`src/gamePkg.sv`:
```
package gamePkg;

	// number of balls in play, one motion block each.
	localparam int NUM_BALLS = 3;

	// positions and speeds carry six fraction bits.
	localparam int FIXED_POINT_MULTIPLIER = 64;

	// Y speed gained on every frame, in fixed-point units.
	localparam int GRAVITY = 8;

	// start corner of ball 0; each further ball starts BALL_INIT_X_STEP pixels to the right.
	localparam int BALL_INIT_X = 100;
	localparam int BALL_INIT_X_STEP = 40;
	localparam int BALL_INIT_Y = 50;

	localparam int BALL_SIZE = 16;

	// a ball whose top edge passes this line has left the playfield.
	localparam int SCREEN_BOTTOM = 479;

	localparam int BUMPER_COOLDOWN = 10;
	localparam int COOLDOWN_WIDTH = $clog2(BUMPER_COOLDOWN + 1);

	typedef struct packed {
		logic signed [10:0] topLeftX;
		logic signed [10:0] topLeftY;
	} ballPosition;

	typedef struct packed {
		logic [10:0] pixelX;
		logic [10:0] pixelY;
	} pixelCoord;

endpackage

```
`src/ballDrawMux.sv`:
```
`timescale 1ns/10ps

module ballDrawMux (
	input logic clk,
	input logic resetN,
	input gamePkg::pixelCoord pixel,
	input gamePkg::ballPosition [gamePkg::NUM_BALLS-1:0] positions,
	output logic drawBall,
	output logic [1:0] drawIndex,
	output logic [gamePkg::NUM_BALLS-1:0] ballLost
);

	int pixelX;
	int pixelY;
	logic [gamePkg::NUM_BALLS-1:0] covered;
	logic [1:0] winnerIndex;

	assign pixelX = int'(pixel.pixelX);
	assign pixelY = int'(pixel.pixelY);

	// a ball may sit partly off screen, so the corner is compared as a signed value.
	always_comb begin
		int ballX;
		int ballY;
		for (int i = 0; i < gamePkg::NUM_BALLS; i++) begin
			ballX = int'($signed(positions[i].topLeftX));
			ballY = int'($signed(positions[i].topLeftY));
			covered[i] = (pixelX >= ballX) && (pixelX < ballX + gamePkg::BALL_SIZE)
				&& (pixelY >= ballY) && (pixelY < ballY + gamePkg::BALL_SIZE);
		end
	end

	// scanning downward lets the lowest covering index overwrite the others.
	always_comb begin
		winnerIndex = '0;
		for (int i = gamePkg::NUM_BALLS - 1; i >= 0; i--) begin
			if (covered[i]) begin
				winnerIndex = 2'(i);
			end
		end
	end

	always_ff @(posedge clk or negedge resetN) begin
		if (!resetN) begin
			drawBall <= 1'b0;
			drawIndex <= '0;
		end else begin
			drawBall <= |covered;
			drawIndex <= winnerIndex;
		end
	end

	always_comb begin
		for (int i = 0; i < gamePkg::NUM_BALLS; i++) begin
			ballLost[i] = int'($signed(positions[i].topLeftY)) > gamePkg::SCREEN_BOTTOM;
		end
	end

endmodule

```
`config.mk`:
```
export PLATFORM = sky130hd
export DESIGN_NAME = ballDrawMux
export DESIGN_NICKNAME = d
export VERILOG_FILES = /design/src/gamePkg.sv /design/src/ballDrawMux.sv
export SDC_FILE = /design/constraint.sdc
export NUM_CORES = 1
export LEC_CHECK = 0
export BUFFER_PORTS_ARGS = -buffer_cell sky130_fd_sc_hd__buf_2
export CAP_MARGIN = 20
export CORE_UTILIZATION = 50
export DETAILED_ROUTE_END_ITERATION = 12
export PLACE_DENSITY = 0.88
export SLEW_MARGIN = 25
export SYNTH_ARGS = -nofsm -noshare
export SYNTH_HDL_FRONTEND = slang
export SYNTH_SLANG_ARGS = --single-unit
export TNS_END_PERCENT = 5
```
`constraint.sdc`:
```
create_clock -name clk -period 1.3 [get_ports clk]
set_input_delay 0.26 -clock clk [delete_from_list [all_inputs] [get_ports clk]]
set_output_delay 0.26 -clock clk [all_outputs]
set_load 0.02 [all_outputs]
```
Yosys cells after proc, flatten, opt, wreduce, memory -nomap -nowiden
Cells that the tools add are included.
{"block": "classes", "addsub": 6, "mul": 0, "n_div": 0, "n_lt_le_gt_ge": 15, "eq_ne": 0, "n_shift": 0, "muxes": 3, "bitwise": 0, "reduce_logical": 10}
{"operator": "$add 11x6->12 const B", "n": 6}
{"operator": "$ge 12x11->1", "n": 6}
{"operator": "$lt 12x12->1", "n": 6}
{"operator": "$gt 11x10->1 const B", "n": 3}
{"operator": "$logic_and 1x1->1", "n": 9}
{"operator": "$mux 2", "n": 3}
{"operator": "$reduce_or 3->1", "n": 1}
{"block": "word_totals", "ff_bits": 3, "latchBits": 0, "ramBits": 0, "romBits": 0, "word_cells": 36, "n_memories": 0}

Longest topological paths before layout
{"block": "logic_depth", "word_depth": 8, "depth_mapped": 11}

Least setup slack after synthesis
Ideal clock, no wire load.
{"block": "synth_timing", "path_kind": "input-to-reg", "from": "input port positions[4] (netlist bit)", "to": "register drawIndex[1]", "setup_ps": 120, "arrival_time_ps": 2126, "t_required_ps": 1180, "slack_ps": -945, "path_stages": 10, "path_buffers": 0, "cell_sequence": "ha_1 inv_1 or3_1 xor2_1 ha_1 a2111oi_2 nand4b_1 a41oi_1 nand4_1 and3_1"}
{"block": "synth_between", "elab_chain_cells": 4, "word_cells_on_any_way": 6}
{"element": "start: declaration", "line": "ballDrawMux.sv:7", "source": "input gamePkg::ballPosition [gamePkg::NUM_BALLS-1:0] positions,"}
{"element": "$add 11x6->12 or $ge 12x11->1 (tied branches)", "line": "ballDrawMux.sv:29", "source": "&& (pixelY >= ballY) && (pixelY < ballY + gamePkg::BALL_SIZE);"}
{"element": "$lt 12x12->1 or $logic_and 1x1->1 (tied branches)", "line": "ballDrawMux.sv:29"}
{"element": "$logic_and 1x1->1 (*)", "line": "ballDrawMux.sv:29"}
{"element": "$mux 2 (*)", "line": "ballDrawMux.sv:37", "source": "if (covered[i]) begin"}
{"element": "named net winnerIndex[1]", "line": "ballDrawMux.sv:16", "source": "logic [1:0] winnerIndex;"}
{"element": "end signal: assignment", "line": "ballDrawMux.sv:49", "source": "drawIndex <= winnerIndex;"}
{"element": "end: declaration", "line": "ballDrawMux.sv:9", "source": "output logic [1:0] drawIndex,"}
The timed path passes the listed nets; every way through them passes the cells marked *.

Worst setup path in the final report
{"block": "layout_timing", "from": "input port positions[17] (netlist bit)", "to": "register drawBall"}
{"block": "layout_between", "elab_chain_cells": 6, "word_cells_on_any_way": 7}
{"element": "$add 11x6->12", "line": "ballDrawMux.sv:28", "source": "covered[i] = (pixelX >= ballX) && (pixelX < ballX + gamePkg::BALL_SIZE)"}
{"element": "$lt 12x12->1", "line": "ballDrawMux.sv:28"}
{"element": "$logic_and 1x1->1 (*)", "line": "ballDrawMux.sv:28"}
{"element": "$logic_and 1x1->1 (*) (2 in a row)", "line": "ballDrawMux.sv:29"}
{"element": "$reduce_or 3->1 (*)", "line": "ballDrawMux.sv:48", "source": "drawBall <= |covered;"}
{"element": "end signal: assignment", "line": "ballDrawMux.sv:48"}
{"element": "end: declaration", "line": "ballDrawMux.sv:8", "source": "output logic drawBall,"}
Mark *: on every way between the ends. The rest lies on a longest branch, timed or not.

==> impl_metrics.py <==
metrics = {
    "grt": {
        "grt_pass1_wl_microns": 17250,
        "grt_max_degree": 9,
        "antenna_found_initial": 0,
        "grtUsageTotal_pct": 30.16,
        "first_global_vias": 4069,
        "grt_overflow": 0,
    },
    "critical_path": {
        "critPathMaxStageDelay_ns": 0.29,
        "worstSetupStartpointType": "primary input",
        "crit_slowest_cell": "ha_1",
        "setup.worst_path.class": "primary input to register",
        "crit_buf_inv": 2,
        "crit_chain": "buf_2 > nand3_1 > nor2_1 > xnor2_1 > ha_1 > a21oi_1 > nor2b_1 > a2111oi_4 > nand4b_1 > a41oi_2 > nand4_1 > buf_4 > nand3_2",
        "end_kind": "register",
        "path_delay_family": "simple AND/OR/NAND/NOR gates",
        "cp_max_fo": 3,
        "cp.arrival_ns": 2.38,
        "cp.required_ns": 1.46,
    },
    "detailed_routing": {
        "drtPass1Iterations": 4,
        "wl_microns": 11070,
        "drtAntennaViolNets": 0,
        "wl_per_cell_microns": 15.55,
        "vias": 4013,
        "drtIter0Drc": 161,
        "drc": 0,
        "post_drt_via_cell_ratio": 5.636,
    },
    "timing": {
        "slew-limit-headroom_pct": 65.94,
        "rsz0062_at_grt": "true",
        "max_freq_mhz": 450.3,
        "hold_viol_final": 0,
        "setup_tns_ns": -3.474,
        "hold_ws_ns": 0.3569,
        "layout_setup_ws_ns": -0.9207,
        "period_needed_ns": 2.221,
        "setup_viol": 6,
        "fin_crit_sh_pct": 170.8,
        "worst_pin_slew_ns": 0.5095,
        "finalMaxSlewViolations": 0,
    },
    "power_and_ir_drop": {
        "p_clk_share_pct": 14.5,
        "p_leak_nw": 2.667,
        "swShare_pct": 44.69,
        "p_comb_share_pct": 80.5,
        "power_frac_seq_pct": 5.0,
        "switching_power_w": 0.0009188,
        "p_per_area_nw_per_um2": 417.1,
        "internal-power_w": 0.001137,
        "peakVddDrop_mv": 0.6462,
    },
    "cts": {
        "numCtsBuffers": 3,
        "clockRootBuffer": "clkbuf_8",
        "clkTransAtPathRegs_ns": 0.03,
        "cts_sinks": 3,
        "cts_buffer_depth": 2,
        "cts_tree": "done",
        "htreeDepth": 1,
    },
    "logic_synthesis": {
        "syn_avg_cell_area_sq_um": 7.745,
        "ys_warn_count": 0,
        "async_flop_share_pct": 100.0,
        "synth_flop_cell": "dfrtp_1",
        "synth_area_sq_um": 3307,
        "ys_seq_elements": 3,
        "ys_types": 49,
        "synth_seq_area_share_pct": 2.270,
        "synth_nets": 628,
        "synth_edf_count": 0,
        "netlist_instances": 427,
    },
    "min_path": {
        "hp-class": "primary input to async pin",
    },
    "placed_design": {
        "io_buffers": 95,
        "place_hpwl_microns": 8940,
        "dp.cells": 704,
        "gp_congestion": 0.8855,
    },
    "outcome": {
        "violations": "setup timing",
        "outcome": "finished with violations",
    },
    "die": {
        "dieArea_sq_um": 6943,
        "fp.dieH_microns": 83.33,
        "start_util_pct": 52.08,
        "rows": 29,
        "die_x_microns": 83.33,
        "core_sq_um": 6350,
        "io_pins": 96,
    },
    "layout": {
        "drive_above_1_share_pct": 36.69,
        "antenna_cells": 0,
        "nNetsFinal": 837,
        "stdcell_count": 712,
        "syn_to_final_growth_pct": 49.04,
        "fillCellCount": 399,
    },
    "flow_run": {
        "maxCapViolCount": 0,
    },
}
[area by class of cell]
cell class	instances	area (sq um)	area share, %
Multi-Input combinational cell	357	3122	63.34
Timing Repair Buffer	204	1339	27.16
Inverter	67	251.5	5.103
Tap cell	77	96.34	1.955
Sequential cell	3	75.07	1.523
Clock buffer	4	45.04	0.9139
[metal layers]
metal	track usage [%]	vias to the layer above	part of all wire, %
li1	-	1987	-
met1	33.85	1857	41
met2	57.08	129	51
met3	2.783	40	4.2
met4	13.32	0	3.8
met5	0	-	0
[path summary, 6_finish.rpt]
check	startpoint	slack [ns]	to	depth (start not counted)
worst max-delay path	positions[17]	-0.92	drawBall$_DFF_PN0_	13
worst min-delay path	resetN	0.36	drawIndex[0]$_DFF_PN0_	2
min in group clk	positions[21]	0.71	drawIndex[0]$_DFF_PN0_	6
max in group asynchronous	resetN	0.84	drawBall$_DFF_PN0_	2
[cells in the mapped netlist, types with 8 or more instances]
library cell,count,area [sq um]
ha_1,111,1389
inv_1,64,240.2
a21oi_1,27,135.1
nand2_1,27,101.4
nand3_1,27,135.1
xnor2_1,26,227.7
nor2_1,18,67.56
o21ai_0,10,50.05
a21o_1,8,60.06
nand4_1,8,50.05
nor2b_1,8,50.05
o31ai_1,8,60.06
[flip-flops by register name, summed over array words and instances, names as in the netlist]
signal,count
drawBall,1
drawIndex,2
[cells in the final DEF (no fill, tap or decap), drive strengths merged, types with 4 or more instances in the layout]
cell,instances
xnor2,26
buf,203
o21ai,15
a211oi,4
nand4,8
a2111oi,6
xor2,4
inv,67
a31oi,4
ha,111
or3,4
nand2b,4
nor2b,8
a21oi,27
clkbuf,4
a21o,8
o211ai,5
nor3,7
nand2,27
nand3,27
o31ai,8
a211o,8
nor2,18
[power by group through the flow]
stage | clock (W) | combinational (W) | sequential, W
global route | 0.000308 | 0.00182 | 0.000104
detailed placement | 0 | 0.00153 | 0.000104
floorplan | 0 | 0.000776 | 0.000116
CTS | 0.000293 | 0.00158 | 0.000103
finish | 0.000298 | 0.00165 | 0.000104
global placement | 0 | 0.00145 | 0.000104
[what timing repair did]
action	4_1_cts	5_1_grt
hold buffers	1	0
resized for setup	23	13
endpoints found under the setup margin	6	6
setup buffers	2	1
endpoints found under the hold margin	3	0
pin swaps	14	11
[cells by family (layout without fill, tap and decap cells)]
| group | after synthesis | after routing | synth area share, % |
|---|---|---|---|
| compound gates | 102 | 102 | 22.06 |
| xor+xnor | 30 | 30 | 7.945 |
| fa+ha+maj | 111 | 111 | 42.00 |
| buf+inv | 67 | 275 | 7.605 |
| flops | 3 | 3 | 2.270 |
| simple gates | 114 | 114 | 18.12 |
[metrics by stage]
| stage | utilization (%) | cell area (sq um) | worst slack, ns | total power [W] |
|---|---|---|---|---|
| after floorplan | - | 3309 | -0.9404 | 0.0008920 |
| after global placement | 73.54 | 4669 | -1.105 | 0.001550 |
| after detailed placement | 73.54 | 4669 | -1.197 | 0.001638 |
| after CTS | 76.24 | 4841 | -0.9921 | 0.001981 |
| after global routing | 77.62 | 4928 | -1.030 | 0.002237 |
| final | 77.62 | 4928 | -0.9207 | 0.002056 |
Note: power is estimated with default switching activity, not from simulation.
