File: src/collisionPkg.sv
package collisionPkg;

	typedef enum logic [2:0] {
		NONE,
		FRAME,
		OBSTACLE,
		SPRING,
		FLIPPER,
		BUMPER
	} collisionSource;

	// left is the most significant bit, as the video collision logic reports it.
	typedef struct packed {
		logic left;
		logic top;
		logic right;
		logic bottom;
	} edgeCode;

	// new speeds are (X*xx + Y*yx) >>> 1 and (Y*yy + X*xy) >>> 1.
	typedef struct packed {
		logic signed [3:0] xxFactor;
		logic signed [3:0] xyFactor;
		logic signed [3:0] yxFactor;
		logic signed [3:0] yyFactor;
	} collisionFactor;

	localparam int NUM_BUMPERS = 4;

	// bumper 0 reflects straight back, bumper 1 swaps the axes, the others skew the path.
	localparam collisionFactor BUMPER_FACTORS [NUM_BUMPERS] = '{
		'{xxFactor: -4'sd2, xyFactor: 4'sd0, yxFactor: 4'sd0, yyFactor: -4'sd2},
		'{xxFactor: 4'sd0, xyFactor: -4'sd2, yxFactor: -4'sd2, yyFactor: 4'sd0},
		'{xxFactor: -4'sd1, xyFactor: 4'sd1, yxFactor: 4'sd1, yyFactor: -4'sd2},
		'{xxFactor: 4'sd2, xyFactor: -4'sd1, yxFactor: -4'sd1, yyFactor: -4'sd2}
	};

	typedef struct packed {
		logic valid;
		logic [1:0] ballIndex;
		collisionSource source;
		edgeCode edges;
		logic [1:0] bumperIndex;
	} hitEvent;

	typedef struct packed {
		logic strobe;
		collisionSource source;
		edgeCode edges;
		collisionFactor factor;
	} ballCollision;

endpackage

File: src/gamePkg.sv
package gamePkg;

	// number of balls in play, one motion block each.
	localparam int NUM_BALLS = 3;

	// positions and speeds carry six fraction bits.
	localparam int FIXED_POINT_MULTIPLIER = 64;

	// Y speed gained on every frame, in fixed-point units.
	localparam int GRAVITY = 8;

	// start corner of ball 0; each further ball starts BALL_INIT_X_STEP pixels to the right.
	localparam int BALL_INIT_X = 100;
	localparam int BALL_INIT_X_STEP = 40;
	localparam int BALL_INIT_Y = 50;

	localparam int BALL_SIZE = 16;

	// a ball whose top edge passes this line has left the playfield.
	localparam int SCREEN_BOTTOM = 479;

	localparam int BUMPER_COOLDOWN = 10;
	localparam int COOLDOWN_WIDTH = $clog2(BUMPER_COOLDOWN + 1);

	typedef struct packed {
		logic signed [10:0] topLeftX;
		logic signed [10:0] topLeftY;
	} ballPosition;

	typedef struct packed {
		logic [10:0] pixelX;
		logic [10:0] pixelY;
	} pixelCoord;

endpackage

File: src/collisionRouter.sv
`timescale 1ns/10ps

module collisionRouter (
	input logic clk,
	input logic resetN,
	input collisionPkg::hitEvent hit,
	input int flipperSpeedXIn,
	input int springSpeedYIn,
	output collisionPkg::ballCollision [gamePkg::NUM_BALLS-1:0] collisions,
	output int flipperSpeedX,
	output int springSpeedY
);

	logic [gamePkg::NUM_BALLS-1:0] strobeReg;
	collisionPkg::collisionSource eventSource;
	collisionPkg::edgeCode eventEdges;
	collisionPkg::collisionFactor eventFactor;
	collisionPkg::collisionFactor selectedFactor;

	// only bumpers deflect through the factor table.
	always_comb begin
		if (hit.source == collisionPkg::BUMPER) begin
			selectedFactor = collisionPkg::BUMPER_FACTORS[hit.bumperIndex];
		end else begin
			selectedFactor = '0;
		end
	end

	// one-hot strobe toward the addressed ball; an index past the last ball is dropped.
	always_ff @(posedge clk or negedge resetN) begin
		if (!resetN) begin
			strobeReg <= '0;
		end else begin
			for (int i = 0; i < gamePkg::NUM_BALLS; i++) begin
				strobeReg[i] <= hit.valid && (hit.ballIndex == 2'(i));
			end
		end
	end

	always_ff @(posedge clk) begin
		if (hit.valid) begin
			eventSource <= hit.source;
			eventEdges <= hit.edges;
			eventFactor <= selectedFactor;
			flipperSpeedX <= flipperSpeedXIn;
			springSpeedY <= springSpeedYIn;
		end
	end

	// the event body is shared, only the strobe tells the balls apart.
	always_comb begin
		for (int i = 0; i < gamePkg::NUM_BALLS; i++) begin
			collisions[i].strobe = strobeReg[i];
			collisions[i].source = eventSource;
			collisions[i].edges = eventEdges;
			collisions[i].factor = eventFactor;
		end
	end

endmodule

File: config.mk
export PLATFORM = sky130hd
export DESIGN_NAME = collisionRouter
export DESIGN_NICKNAME = d
export VERILOG_FILES = /design/src/collisionPkg.sv /design/src/gamePkg.sv /design/src/collisionRouter.sv
export SDC_FILE = /design/constraint.sdc
export NUM_CORES = 1
export LEC_CHECK = 0
export BUFFER_PORTS_ARGS = -buffer_cell sky130_fd_sc_hd__buf_2
export CORE_MARGIN = 3
export CORE_UTILIZATION = 44
export CTS_BUF_LIST = sky130_fd_sc_hd__clkbuf_4
export CTS_CLUSTER_DIAMETER = 40
export CTS_CLUSTER_SIZE = 16
export DETAILED_ROUTE_END_ITERATION = 10
export GPL_TIMING_DRIVEN = 0
export MAX_ROUTING_LAYER = met4
export PLACE_DENSITY = 0.87
export SETUP_SLACK_MARGIN = 0.4
export SKIP_LAST_GASP = 1
export SYNTH_ARGS = -nofsm -noshare
export SYNTH_HDL_FRONTEND = slang
export SYNTH_SLANG_ARGS = --single-unit
export TNS_END_PERCENT = 5
File: constraint.sdc
create_clock -name clk -period 1.8 [get_ports clk]
set_clock_uncertainty 0.15 [all_clocks]
set_input_delay 0.36 -clock clk [delete_from_list [all_inputs] [get_ports clk]]
set_output_delay 0.36 -clock clk [all_outputs]
set_load 0.02 [all_outputs]
Word level (Yosys, flattened, before mapping)
Cells that the tools add are included.
{ "op_classes": {"magnitude_cmp": 1, "reduce_logical": 4, "bitwise_logic": 1, "mux": 3, "n_eq_ne": 3} }
{ "op_table": {"columns": ["operator", "count"], "rows": [
  ["binary-select mux 16 bit (select 2 bit)", 1],
  ["2-to-1 mux 16 bit", 2],
  ["== test 3 bit, second input constant", 1],
  [">= comparator 3 bit, second input constant", 1],
  ["logical AND 1 bit", 3],
  ["inverter 2 -> 3 bit", 1],
  ["== test 2 x 1 -> 1 bit, second input constant", 1],
  ["== test 2 bit, second input constant", 1],
  ["zero test 2 bit", 1]
]} }
{ "word_totals": {"ff_bits": 90, "word_cells": 24, "output_inout_bits": 136, "inputBits": 78} }

Longest topological paths before layout
Gate-level depths: netlist of run 1.
{ "depth": {"word_depth": 4, "depth_mapped": 2, "mapped_depth_nobuf": 2} }

Least setup slack after synthesis of run 1
No wires, ideal clock.
{ "synth_timing": {"kind": "register -> output", "from": "reg eventFactor (netlist bit collisions[10])", "to": "out collisions[10] (netlist bit)", "slack_ns": 0.367, "stages_incl_launch_ff": 2, "n_path_buf": 1, "t_required_ns": 1.290, "arrival_time_ns": 0.923, "path_cell_list": "edfxtp_1 buf_4"} }
{ "synth_lines": {"columns": ["item", "line", "text"], "rows": [
  ["start: declaration", "collisionRouter.sv:17", "collisionPkg::collisionFactor eventFactor;"],
  ["start signal: assignment", "collisionRouter.sv:44", "eventFactor <= selectedFactor;"],
  ["end: declaration", "collisionRouter.sv:9", "output collisionPkg::ballCollision [gamePkg::NUM_BALLS-1:0] collisions,"]
]} }
No word-level cell between the ends.

Final worst setup path of run 1
{ "layout_timing": {"from": "reg eventFactor (netlist bit collisions[10])", "to": "out collisions[58] (netlist bit)"} }
No word-level cell between the ends.

==> results of run 1 <==
==> power groups by stage <==
stage                     Combinational [uW]  Clock [uW]  Sequential [uW]
after floorplan                          247           0             2450
after global placement                   758           0             2260
after detailed placement                 771           0             2270
after CTS                                914        1360             2220
after global routing                     977        1450             2240
final                                    925        1370             2220
==> state kept, by name, summed over array words and instances, names as in the netlist <==
name and count:
eventSource 3, springSpeedY 32, collisions 9, flipperSpeedX 32
strobeReg 3
==> per-stage QoR <==
stage / cells / worst slack [ns] / power [uW] / instance area (um^2) / TNS, ns
2_1_floorplan: 151 / 0.367 / 2700 / 2880 / 0
3_3_place_gp: 436 / -0.300 / 3020 / 4020 / -23.24
3_5_place_dp: 436 / 0.157 / 3040 / 4030 / 0
4_1_cts: 528 / -0.0145 / 4500 / 4980 / -0.182
5_1_grt: 528 / -0.0507 / 4670 / 4980 / -1.06
6_report: 528 / 0.00000444 / 4520 / 4980 / 0
==> cell families (layout without fill, tap and decap cells) <==
kind of cell / after synthesis / in the layout / synth area share [%]
DFF: 79 / 79 / 82.1
buffers and inverters: 59 / 361 / 15.2
and+or+nand+nor: 9 / 9 / 2.27
other: 1 / 3 / 0.131
AOI/OAI and AO/OA: 1 / 1 / 0.305
==> cell usage in the layout, fill, tap and decap left out, drive strengths merged <==
cell | netlist | final
a21oi | 1 | 1
nor3b | 1 | 1
dfrtp | 3 | 3
nor2 | 4 | 4
nand2 | 1 | 1
bufinv | 0 | 3
inv | 2 | 4
conb | 1 | 3
buf | 57 | 269
dlygate4sd3 | 0 | 74
and3b | 1 | 1
clkbuf | 0 | 10
nor3 | 1 | 1
nand3b | 1 | 1
edfxtp | 76 | 76
clkinvlp | 0 | 1
==> layer usage <==
metal | vias up | wire length (um)
met2 | 153 | 4960
li1 | 1073 | -
met4 | 0 | 217
met3 | 23 | 776
met1 | 1102 | 2790
met5 | - | 0
==> path summary, 6_finish.rpt <==
| path | end | slack, ns | cells after the start |
|---|---|---|---|
| setup / recovery | collisions[58] | 0.000004 | 3 |
| max in group asynchronous | strobeReg[2] | 1.29 | 2 |
| min in group clk | collisions[14] | 0.13 | 2 |
| hold / removal | strobeReg[1] | 0.10 | 2 |
==> layout make-up <==
type / count / area, um^2
Multi-Input combinational cell: 13 / 85.1
Tap cell: 75 / 93.8
Timing Repair Buffer: 286 / 1820
Clock buffer: 10 / 75.1
Buffer: 57 / 428
Sequential cell: 79 / 2360
Fill cell: 318 / 1150
Clock inverter: 6 / 115
Inverter: 2 / 7.51
==> repair_timing <==
action,4_1_cts,5_1_grt
hold buffers,74,0
endpoints found under the hold margin,76,0
buffers inserted,2,0
endpoints found under the setup margin,133,133
==> flow_summary.html, run 1 <==
<table>
<tr><th>Metric</th><th>Value</th></tr>
<tr><th colspan="2">CTS</th></tr>
<tr><td>TritonCTS clock tree</td><td>done</td></tr>
<tr><td>Number of resized instances in the post-cts repair step</td><td>0</td></tr>
<tr><td>Number of sinks on the clock net</td><td>79</td></tr>
<tr><td>Clock slew at the register clock pins of the worst setup and hold paths</td><td>0.12 ns</td></tr>
<tr><td>Inserted Clock Buffers</td><td>9</td></tr>
<tr><td>Maximum number of buffers from clock root to sink</td><td>2</td></tr>
<tr><td>CTS HTree Levels</td><td>3</td></tr>
<tr><td>Clock Root Buffer</td><td>clkbuf_4</td></tr>
<tr><th colspan="2">Timing</th></tr>
<tr><td>Relative slew slack</td><td>a little over a third</td></tr>
<tr><td>Final Slew Violations</td><td>0</td></tr>
<tr><td>Worst hold slack across all endpoints</td><td>around 0.1 ns</td></tr>
<tr><td>RSZ-0062 raised after global routing</td><td>yes</td></tr>
<tr><td>Final number of hold-violating endpoints</td><td>0</td></tr>
<tr><td>Fmax</td><td>between 0.5 and 0.6 GHz</td></tr>
<tr><td>Final setup vio count</td><td>0</td></tr>
<tr><td>Slew at the pin with the worst max-slew slack</td><td>just under 1 ns</td></tr>
<tr><td>Final period util</td><td>between 90% and 100%</td></tr>
<tr><td>Shortest clock period the worst path allows after layout</td><td>approximately 1.8 ns</td></tr>
<tr><th colspan="2">Die</th></tr>
<tr><td>Die area</td><td>roughly 7500 um^2</td></tr>
<tr><td>Core area</td><td>between 6000 and 7000 um^2</td></tr>
<tr><td>Count of boundary I/O pins</td><td>roughly 210</td></tr>
<tr><td>Die H</td><td>86.8 um</td></tr>
<tr><td>Initial standard-cell utilization of the core</td><td>46.8%</td></tr>
<tr><td>Horizontal die dimension</td><td>approximately 87 um</td></tr>
<tr><td>Site row count</td><td>28</td></tr>
<tr><th colspan="2">Pwr</th></tr>
<tr><td>Switching share of power</td><td>between 20% and 30%</td></tr>
<tr><td>Power Density</td><td>roughly 910 nW/um^2</td></tr>
<tr><td>Clock power frac</td><td>30.3%</td></tr>
<tr><td>Leak Pwr</td><td>~0.0024 uW</td></tr>
<tr><td>Switching power total</td><td>1200 uW</td></tr>
<tr><td>Largest voltage drop on the vdd net</td><td>between 700 and 800 uV</td></tr>
<tr><td>Combinational power share</td><td>between 20 and 25%</td></tr>
<tr><td>Sequential cell fraction of total power</td><td>49.2%</td></tr>
<tr><td>Design internal power</td><td>approximately 3300 uW</td></tr>
<tr><th colspan="2">Route</th></tr>
<tr><td>Via total after detailed routing</td><td>roughly 2,400</td></tr>
<tr><td>Detailed Route Iter0 Violations</td><td>roughly 110</td></tr>
<tr><td>Pre-Repair DR Iteration Count</td><td>4</td></tr>
<tr><td>Detailed-route wire length</td><td>roughly 9000 um</td></tr>
<tr><td>Via density per instance</td><td>roughly 4.5</td></tr>
<tr><td>Routed wire length per instance</td><td>between 15 and 20 um</td></tr>
<tr><td>Post-route DRC</td><td>0</td></tr>
<tr><td>Antenna-violating nets left</td><td>0</td></tr>
<tr><th colspan="2">Synth</th></tr>
<tr><td>Number of synthesis warnings</td><td>0</td></tr>
<tr><td>Number of different library cells in the post-synthesis netlist</td><td>12</td></tr>
<tr><td>Count of mapped cells out of synthesis</td><td>149</td></tr>
<tr><td>Prevailing post-synth register cell</td><td>edfxtp_1</td></tr>
<tr><td>Area fraction of the dominant cell type after synthesis</td><td>between 70% and 80%</td></tr>
<tr><td>Cell types with the largest area share after synthesis</td><td>edfxtp_1 (80%), buf_4 (15%), dfrtp_1 (2.6%)</td></tr>
<tr><td>Most frequent cell after synthesis</td><td>edfxtp_1</td></tr>
<tr><td>Flop and latch count out of synthesis</td><td>79</td></tr>
<tr><td>Largest area contributor in the synthesized netlist</td><td>edfxtp_1</td></tr>
<tr><td>Avg Cell Area, Syn</td><td>~19 um^2</td></tr>
<tr><td>Post-synth top cells</td><td>edfxtp_1 (76), buf_4 (57), nor2_1 (4)</td></tr>
<tr><td>Sequential fraction of the synthesis area</td><td>82.1%</td></tr>
<tr><td>Number of synthesized flops with an enable pin</td><td>76</td></tr>
<tr><td>Area of the mapped netlist</td><td>between 2000 and 3000 um^2</td></tr>
<tr><td>Async set-reset flop share out of synthesis</td><td>between 3 and 4%</td></tr>
<tr><th colspan="2">Worst setup path</th></tr>
<tr><td>Highest-delay cell along the critical path</td><td>edfxtp_1</td></tr>
<tr><td>Type of the worst setup path</td><td>reg2out</td></tr>
<tr><td>WP data required</td><td>around 1.3 ns</td></tr>
<tr><td>Combined buffer and inverter count along the critical path</td><td>3</td></tr>
<tr><td>Max FO, Critical Path</td><td>18</td></tr>
<tr><td>Dominant delay contributor by cell family on the critical path</td><td>buffers and inverters</td></tr>
<tr><td>Crit path arrival time</td><td>approximately 1.3 ns</td></tr>
<tr><td>CP cell instances</td><td>buf_12, buf_4, buf_2</td></tr>
<tr><td>Critical path launch point type</td><td>flop</td></tr>
<tr><td>Beginning of the critical path</td><td>collisions[10]</td></tr>
<tr><td>CP max stage delay</td><td>roughly 0.44 ns</td></tr>
<tr><td>Kind of end point of the critical path</td><td>output pin</td></tr>
<tr><th colspan="2">Cells and area</th></tr>
<tr><td>Fraction of layout cells with a size suffix above 1</td><td>63.6%</td></tr>
<tr><td>Synthesis-to-finish area growth</td><td>73.6%</td></tr>
<tr><td>Net count, final</td><td>approximately 530</td></tr>
<tr><td>Diode insertion count for antenna repair</td><td>0</td></tr>
<tr><td>Final standard cell utilization of the core</td><td>81.3%</td></tr>
<tr><th colspan="2">Global routing</th></tr>
<tr><td>Grt met2 use</td><td>45.3%</td></tr>
<tr><td>Initial antenna violation count</td><td>0</td></tr>
<tr><td>Largest net degree at the start of global routing</td><td>80</td></tr>
<tr><td>Met3 capacity usage during global routing</td><td>~6%</td></tr>
<tr><td>Vias in the first global route</td><td>around 2,400</td></tr>
<tr><td>Remaining global-route overflow</td><td>0</td></tr>
<tr><td>GR peak layer</td><td>met2</td></tr>
<tr><td>Met1 Resource Use GR</td><td>roughly 24%</td></tr>
<tr><td>Overall routing resource usage</td><td>roughly a quarter</td></tr>
<tr><td>Wire length of the first global-routing pass</td><td>around 13,000 um</td></tr>
<tr><th colspan="2">Outcome</th></tr>
<tr><td>Run status</td><td>finished clean</td></tr>
<tr><th colspan="2">Place</th></tr>
<tr><td>Routability Congestion</td><td>between 0.7 and 0.8</td></tr>
<tr><td>Hpwl dp</td><td>between 5000 and 6000 um</td></tr>
<tr><td>Count of input and output buffers</td><td>210</td></tr>
<tr><th colspan="2">Flow run</th></tr>
<tr><td>Max Cap Viol</td><td>0</td></tr>
<tr><th colspan="2">Worst hold path</th></tr>
<tr><td>Type of the worst min-delay path</td><td>in2async</td></tr>
</table>
No activity file was read; power rests on OpenSTA's default activity.
==> run 2, diff against run 1 <==
- CORE_UTILIZATION: 44 -> 25
- PLACE_DENSITY: 0.87 -> unset
- SKIP_LAST_GASP: 1 -> unset
==> run 2 against run 1 <==
First-iteration DRC count fell by 40%. Largest power group unchanged. Global-route usage fell by 11 points. Critical path type unchanged. Wire length shrank 4.2%. Sequential power barely moved. Cell count increased by 13%. Highest routed layer unchanged. Total power rose by 2.4%. Final area up 17%. Hold slack got worse by 0.0031 ns. Die area up 70%. Utilization fell by 28 points. Sequential cell count did not move. Fmax rose by 1.9%.
==> flow_summary.html, run 2 (synthesis gave the netlist of run 1 again) <==
<table>
<tr><th>Metric</th><th>Value</th></tr>
<tr><th colspan="2">Outcome</th></tr>
<tr><td>Run status</td><td>finished clean</td></tr>
<tr><th colspan="2">Pwr</th></tr>
<tr><td>Clock power frac</td><td>25.7% (-4.6 points)</td></tr>
<tr><td>Power Density</td><td>791 nW/um^2 (-13%)</td></tr>
<tr><td>Leak Pwr</td><td>0.00263 uW (+11%)</td></tr>
<tr><td>Largest voltage drop on the vdd net</td><td>621 uV (-14%)</td></tr>
<tr><td>Switching power total</td><td>1220 uW (+2.0%)</td></tr>
<tr><td>Design internal power</td><td>3400 uW (+2.5%)</td></tr>
<tr><td>Sequential cell fraction of total power</td><td>48.8% (-0.4 points)</td></tr>
<tr><td>Switching share of power</td><td>26.4% (-0.090 points)</td></tr>
<tr><td>Combinational power share</td><td>25.5% (+5.0 points)</td></tr>
<tr><td>Total power after layout</td><td>4620 uW (+2.4%)</td></tr>
<tr><th colspan="2">Global routing</th></tr>
<tr><td>Initial antenna violation count</td><td>1 (+1)</td></tr>
<tr><td>Remaining global-route overflow</td><td>0 (unchanged)</td></tr>
<tr><td>Largest net degree at the start of global routing</td><td>80 (unchanged)</td></tr>
<tr><td>Wire length of the first global-routing pass</td><td>12,800 um (+0.27%)</td></tr>
<tr><td>Overall routing resource usage</td><td>13.5% (-11 points)</td></tr>
<tr><td>Vias in the first global route</td><td>2,476 (+1.7%)</td></tr>
<tr><th colspan="2">Route</th></tr>
<tr><td>Detailed Route Iter0 Violations</td><td>68 (-40%)</td></tr>
<tr><td>Antenna-violating nets left</td><td>0 (unchanged)</td></tr>
<tr><td>Via density per instance</td><td>3.82 (-14%)</td></tr>
<tr><td>Pre-Repair DR Iteration Count</td><td>4 (unchanged)</td></tr>
<tr><td>Via total after detailed routing</td><td>2,274 (-3.3%)</td></tr>
<tr><td>Routed wire length per instance</td><td>14.1 um (-15%)</td></tr>
<tr><td>Detailed-route wire length</td><td>8380 um (-4.2%)</td></tr>
<tr><td>Post-route DRC</td><td>0 (unchanged)</td></tr>
<tr><th colspan="2">Worst setup path</th></tr>
<tr><td>Kind of end point of the critical path</td><td>output pin</td></tr>
<tr><td>Dominant delay contributor by cell family on the critical path</td><td>buffers and inverters</td></tr>
<tr><td>Max FO, Critical Path</td><td>18 (unchanged)</td></tr>
<tr><td>CP cell instances</td><td>buf_12, buf_4, buf_6</td></tr>
<tr><td>Crit path arrival time</td><td>1.26 ns (-0.03 ns)</td></tr>
<tr><td>Combined buffer and inverter count along the critical path</td><td>3 (unchanged)</td></tr>
<tr><td>CP max stage delay</td><td>0.43 ns (about the same)</td></tr>
<tr><td>WP data required</td><td>1.29 ns (about the same)</td></tr>
<tr><td>Critical path launch point type</td><td>flop</td></tr>
<tr><td>Type of the worst setup path</td><td>reg2out</td></tr>
<tr><td>Highest-delay cell along the critical path</td><td>edfxtp_1</td></tr>
<tr><th colspan="2">Place</th></tr>
<tr><td>Post-Place Worst Slack</td><td>0.0795 ns (-0.0772 ns)</td></tr>
<tr><td>Count of input and output buffers</td><td>210 (unchanged)</td></tr>
<tr><td>Hpwl dp</td><td>5050 um (-3.6%)</td></tr>
<tr><td>Placement-stage cell area</td><td>4110 um^2 (+2.0%)</td></tr>
<tr><td>Routability Congestion</td><td>0.685 (-7.2%)</td></tr>
<tr><th colspan="2">Timing</th></tr>
<tr><td>RSZ-0062 raised after global routing</td><td>yes</td></tr>
<tr><td>Final worst setup slack</td><td>0.0328 ns (+0.0328 ns)</td></tr>
<tr><td>Final Slew Violations</td><td>0 (unchanged)</td></tr>
<tr><td>Final setup vio count</td><td>0 (unchanged)</td></tr>
<tr><td>Slew at the pin with the worst max-slew slack</td><td>0.984 ns (+0.0103 ns)</td></tr>
<tr><td>Final number of hold-violating endpoints</td><td>0 (unchanged)</td></tr>
<tr><td>Shortest clock period the worst path allows after layout</td><td>1.77 ns (-0.0328 ns)</td></tr>
<tr><td>Fin Setup TNS</td><td>0 ns (unchanged)</td></tr>
<tr><td>Final period util</td><td>98.2% (-1.8 points)</td></tr>
<tr><td>Fmax</td><td>0.566 GHz (+1.9%)</td></tr>
<tr><td>Relative slew slack</td><td>34.4% (-0.69 points)</td></tr>
<tr><th colspan="2">CTS</th></tr>
<tr><td>Clock Root Buffer</td><td>clkbuf_4</td></tr>
<tr><td>Clock slew at the register clock pins of the worst setup and hold paths</td><td>0.13 ns (about the same)</td></tr>
<tr><td>Maximum number of buffers from clock root to sink</td><td>2 (unchanged)</td></tr>
<tr><td>Number of sinks on the clock net</td><td>79 (unchanged)</td></tr>
<tr><td>CTS HTree Levels</td><td>3 (unchanged)</td></tr>
<tr><td>Inserted Clock Buffers</td><td>9 (unchanged)</td></tr>
<tr><td>TritonCTS clock tree</td><td>done</td></tr>
<tr><th colspan="2">Flow run</th></tr>
<tr><td>Max Cap Viol</td><td>0 (unchanged)</td></tr>
<tr><th colspan="2">Die</th></tr>
<tr><td>Site row count</td><td>38 (+36%)</td></tr>
<tr><td>Horizontal die dimension</td><td>113 um (+30%)</td></tr>
<tr><td>Core area</td><td>11,000 um^2 (+80%)</td></tr>
<tr><td>Count of boundary I/O pins</td><td>214 (unchanged)</td></tr>
<tr><td>Die area</td><td>12,800 um^2 (+70%)</td></tr>
<tr><td>Die H</td><td>113 um (+30%)</td></tr>
<tr><td>Initial standard-cell utilization of the core</td><td>26.0% (-21 points)</td></tr>
<tr><th colspan="2">Cells and area</th></tr>
<tr><td>Layout Cell Area excl Fill</td><td>5840 um^2 (+17%)</td></tr>
<tr><td>Synthesis-to-finish area growth</td><td>104%</td></tr>
<tr><td>Sequential cell area</td><td>2360 um^2 (unchanged)</td></tr>
<tr><td>Area of the multi-input gates</td><td>85.1 um^2 (unchanged)</td></tr>
<tr><td>Leading cell types in the layout, fill and taps excluded</td><td>buf_6 (133), buf_2 (90), edfxtp_1 (76), dlygate4sd3_1 (74), buf_4 (46)</td></tr>
<tr><td>Final standard cell utilization of the core</td><td>53.0% (-28 points)</td></tr>
<tr><td>Most common cell after layout, fill and taps aside</td><td>buf_6</td></tr>
<tr><td>Fillers</td><td>854 (+170%)</td></tr>
<tr><td>Net count, final</td><td>527 (+0.19%)</td></tr>
<tr><td>Fraction of layout cells with a size suffix above 1</td><td>63.7% (+0.080 points)</td></tr>
<tr><th colspan="2">Worst hold path</th></tr>
<tr><td>Type of the worst min-delay path</td><td>in2async</td></tr>
</table>
-- run 2: path summary, 6_finish.rpt --
kind | endpoint | depth (start not counted) | from
max | collisions[31] | 3 | collisions[10]
min | strobeReg[0] | 2 | resetN
max in group asynchronous | strobeReg[1] | 2 | resetN
min in group clk | collisions[12] | 2 | hit[0]
-- run 2: cell type report --
type                            instances  area share (%)
Antenna cell                            1          0.0428
Buffer                                 57            8.16
Clock buffer                            9            1.16
Clock inverter                          7            1.63
Inverter                                2           0.128
Multi-Input combinational cell         13            1.46
Sequential cell                        79            40.3
Tap cell                              140            3.00
Timing Repair Buffer                  287            44.1
-- run 2: repair_timing --
| action | in CTS | in global routing |
|---|---|---|
| endpoints found under the setup margin | 133 | 133 |
| resized for setup | 236 | 18 |
| buffers inserted | 3 | 0 |
| hold buffers | 74 | 0 |
| hold endpoints to repair | 76 | 0 |
-- run 2: power by group through the flow --
stage / combinational (uW) / sequential (uW) / clock, uW
final: 1180 / 2250 / 1190
after global routing: 1240 / 2270 / 1320
after CTS: 1150 / 2250 / 1250
after detailed placement: 769 / 2270 / 0
after global placement: 762 / 2260 / 0
after floorplan: 247 / 2450 / 0
-- run 2: routing by layer --
metal	vias to the layer above	GRT usage [%]	part of all wire [%]
li1	1070	-	-
met1	1050	14.2	35
met2	142	23.1	54
met3	12	4.33	8.8
met4	0	5.77	2.1
met5	-	-	0
-- run 2: stage by stage --
| stage | hold WS (ns) | instances |
|---|---|---|
| 6_report | 0.0983 | 595 |
| 5_1_grt | 0.0764 | 595 |
| 4_1_cts | 0.0307 | 594 |
| 3_5_place_dp | 0.00868 | 501 |
| 3_3_place_gp | 0.00725 | 501 |
| 2_1_floorplan | -0.0856 | 151 |
==> run 3, diff against run 2 <==
- CORE_MARGIN: 3 -> 5
- CTS_CLUSTER_SIZE: 16 -> 8
==> run 3 against run 2 <==
Die area up 7.2%. Clock power is 9% lower. Wire length grew 3.9%. Sequential cell count unchanged. Global-route usage fell by 0.66 points. Final area rose by 1.7%. Critical path depth unchanged. Non-clock buffer count fell by 1. Sequential power barely moved. Setup slack worse by 0.0097 ns. Utilization shrank 0.50 points. Cell count grew 0.17%.
==> flow_summary.html, run 3 (synthesis gave the netlist of run 1 again) <==
<table>
<tr><th>Metric</th><th>Value</th></tr>
<tr><th colspan="2">Outcome</th></tr>
<tr><td>Run status</td><td>finished clean</td></tr>
<tr><th colspan="2">Route</th></tr>
<tr><td>Via total after detailed routing</td><td>2,255 (-0.84%)</td></tr>
<tr><td>Detailed Route Iter0 Violations</td><td>62 (-8.8%)</td></tr>
<tr><td>Antenna-violating nets left</td><td>0 (unchanged)</td></tr>
<tr><td>Detailed-route wire length</td><td>8710 um (+3.9%)</td></tr>
<tr><td>Pre-Repair DR Iteration Count</td><td>4 (unchanged)</td></tr>
<tr><td>Post-route DRC</td><td>0 (unchanged)</td></tr>
<tr><td>Routed wire length per instance</td><td>14.6 um (+3.8%)</td></tr>
<tr><td>Via density per instance</td><td>3.78 (-1.0%)</td></tr>
<tr><th colspan="2">Global routing</th></tr>
<tr><td>Largest net degree at the start of global routing</td><td>80 (unchanged)</td></tr>
<tr><td>Wire length of the first global-routing pass</td><td>12,700 um (-1.3%)</td></tr>
<tr><td>Initial antenna violation count</td><td>0 (-1)</td></tr>
<tr><td>Vias in the first global route</td><td>2,475 (-0.040%)</td></tr>
<tr><td>Overall routing resource usage</td><td>12.8% (-0.66 points)</td></tr>
<tr><td>Remaining global-route overflow</td><td>0 (unchanged)</td></tr>
<tr><th colspan="2">Cells and area</th></tr>
<tr><td>Net count, final</td><td>526 (-0.19%)</td></tr>
<tr><td>Final standard cell utilization of the core</td><td>52.5% (-0.50 points)</td></tr>
<tr><td>Diode insertion count for antenna repair</td><td>0 (-1)</td></tr>
<tr><td>Leading cell types in the layout, fill and taps excluded</td><td>buf_6 (155), buf_2 (78), edfxtp_1 (76), dlygate4sd3_1 (74), buf_4 (34)</td></tr>
<tr><td>Most common cell after layout, fill and taps aside</td><td>buf_6</td></tr>
<tr><td>Fraction of layout cells with a size suffix above 1</td><td>63.6% (-0.080 points)</td></tr>
<tr><td>Synthesis-to-finish area growth</td><td>107%</td></tr>
<tr><th colspan="2">Pwr</th></tr>
<tr><td>Power Density</td><td>767 nW/um^2 (-3.1%)</td></tr>
<tr><td>Design internal power</td><td>3330 uW (-2.2%)</td></tr>
<tr><td>Switching share of power</td><td>27.0% (+0.53 points)</td></tr>
<tr><td>Clock power frac</td><td>23.6% (-2.1 points)</td></tr>
<tr><td>Combinational power share</td><td>26.9% (+1.4 points)</td></tr>
<tr><td>Sequential cell fraction of total power</td><td>49.5% (+0.7 points)</td></tr>
<tr><td>Switching power total</td><td>1230 uW (+0.50%)</td></tr>
<tr><td>Leak Pwr</td><td>0.00265 uW (+0.94%)</td></tr>
<tr><td>Largest voltage drop on the vdd net</td><td>593 uV (-4.5%)</td></tr>
<tr><th colspan="2">Worst hold path</th></tr>
<tr><td>Type of the worst min-delay path</td><td>in2async</td></tr>
<tr><th colspan="2">CTS</th></tr>
<tr><td>Clock slew at the register clock pins of the worst setup and hold paths</td><td>0.12 ns (about the same)</td></tr>
<tr><td>Clock Root Buffer</td><td>clkbuf_4</td></tr>
<tr><td>CTS HTree Levels</td><td>3 (unchanged)</td></tr>
<tr><td>Maximum number of buffers from clock root to sink</td><td>2 (unchanged)</td></tr>
<tr><td>Number of sinks on the clock net</td><td>79 (unchanged)</td></tr>
<tr><td>Inserted Clock Buffers</td><td>9 (unchanged)</td></tr>
<tr><td>TritonCTS clock tree</td><td>done</td></tr>
<tr><th colspan="2">Die</th></tr>
<tr><td>Count of boundary I/O pins</td><td>214 (unchanged)</td></tr>
<tr><td>Site row count</td><td>39 (+2.6%)</td></tr>
<tr><td>Core area</td><td>11,300 um^2 (+2.6%)</td></tr>
<tr><td>Initial standard-cell utilization of the core</td><td>25.4% (-0.67 points)</td></tr>
<tr><td>Die area</td><td>13,700 um^2 (+7.2%)</td></tr>
<tr><td>Horizontal die dimension</td><td>117 um (+3.5%)</td></tr>
<tr><td>Die H</td><td>117 um (+3.5%)</td></tr>
<tr><th colspan="2">Timing</th></tr>
<tr><td>Relative slew slack</td><td>35.3% (+0.94 points)</td></tr>
<tr><td>Shortest clock period the worst path allows after layout</td><td>1.78 ns (+0.00969 ns)</td></tr>
<tr><td>Final Slew Violations</td><td>0 (unchanged)</td></tr>
<tr><td>Final number of hold-violating endpoints</td><td>0 (unchanged)</td></tr>
<tr><td>RSZ-0062 raised after global routing</td><td>yes</td></tr>
<tr><td>Slew at the pin with the worst max-slew slack</td><td>0.970 ns (-0.0142 ns)</td></tr>
<tr><td>Final setup vio count</td><td>0 (unchanged)</td></tr>
<tr><td>Final period util</td><td>98.7% (+0.54 points)</td></tr>
<tr><td>Fmax</td><td>0.563 GHz (-0.55%)</td></tr>
<tr><td>Final worst setup slack</td><td>0.0231 ns (-0.00969 ns)</td></tr>
<tr><th colspan="2">Place</th></tr>
<tr><td>Routability Congestion</td><td>0.715 (+4.3%)</td></tr>
<tr><td>Post-Place Worst Slack</td><td>0.110 ns (+0.0307 ns)</td></tr>
<tr><td>Count of input and output buffers</td><td>210 (unchanged)</td></tr>
<tr><th colspan="2">Worst setup path</th></tr>
<tr><td>Crit path arrival time</td><td>1.27 ns (about the same)</td></tr>
<tr><td>Max FO, Critical Path</td><td>18 (unchanged)</td></tr>
<tr><td>WP data required</td><td>1.29 ns (about the same)</td></tr>
<tr><td>Type of the worst setup path</td><td>reg2out</td></tr>
<tr><td>Critical path launch point type</td><td>flop</td></tr>
<tr><td>Kind of end point of the critical path</td><td>output pin</td></tr>
<tr><th colspan="2">Flow run</th></tr>
<tr><td>Max Cap Viol</td><td>0 (unchanged)</td></tr>
</table>
[run 3: critical path, stage by stage (launching register included)]
cell	delay, ns
edfxtp_1	0.44
buf_12	0.17
buf_4	0.13
buf_6	0.12
[run 3: metrics by stage]
stage / area, um^2 / hold slack, ns / setup TNS, ns / instances / power, uW
CTS: 5860 / 0.0518 / -0.369 / 596 / 4580
global placement: 4110 / 0.00605 / -29.93 / 504 / 3030
global route: 5940 / 0.0543 / -1.36 / 596 / 4780
finish: 5940 / 0.108 / 0 / 596 / 4560
floorplan: 2880 / -0.0856 / 0 / 151 / 2700
detailed placement: 4110 / 0.0109 / 0 / 504 / 3040
[run 3: final timing paths]
check / startpoint / end / slack [ns] / cells after the start
max in group asynchronous: resetN / strobeReg[1] / 1.29 / 2
min in group clk: hit[0] / collisions[14] / 0.14 / 2
worst min-delay path: resetN / strobeReg[0] / 0.11 / 2
worst max-delay path: collisions[10] / collisions[35] / 0.02 / 3
[run 3: area by class of cell]
type	instances	area [um^2]
Clock inverter	5	58.8
Multi-Input combinational cell	13	85.1
Buffer	57	518
Sequential cell	79	2360
Inverter	2	7.51
Clock buffer	11	82.6
Fill cell	903	5380
Tap cell	143	179
Timing Repair Buffer	286	2650
[run 3: power groups by stage]
stage	logic, uW	clock network [uW]	registers (uW)
after floorplan	247	0	2450
after global placement	766	0	2260
after detailed placement	772	0	2270
after CTS	1190	1140	2250
after global routing	1290	1210	2270
final	1220	1080	2260
[run 3: metal layers]
metal | GRT usage [%] | up-vias | share of wire (%) | wire [um]
met5 | - | - | 0 | 0
met2 | 21.5 | 140 | 51 | 4490
li1 | - | 1068 | - | -
met4 | 4.82 | 0 | 1.6 | 136
met1 | 13.7 | 1038 | 36 | 3120
met3 | 4.88 | 9 | 11 | 972
[run 3: repair_timing]
| item | CTS | global route |
|---|---|---|
| endpoints found under the hold margin | 76 | 0 |
| gates resized for setup | 264 | 22 |
| hold buffers | 74 | 0 |
| pin swaps | 0 | 0 |
| setup endpoints to repair | 133 | 133 |
| buffers inserted | 2 | 0 |
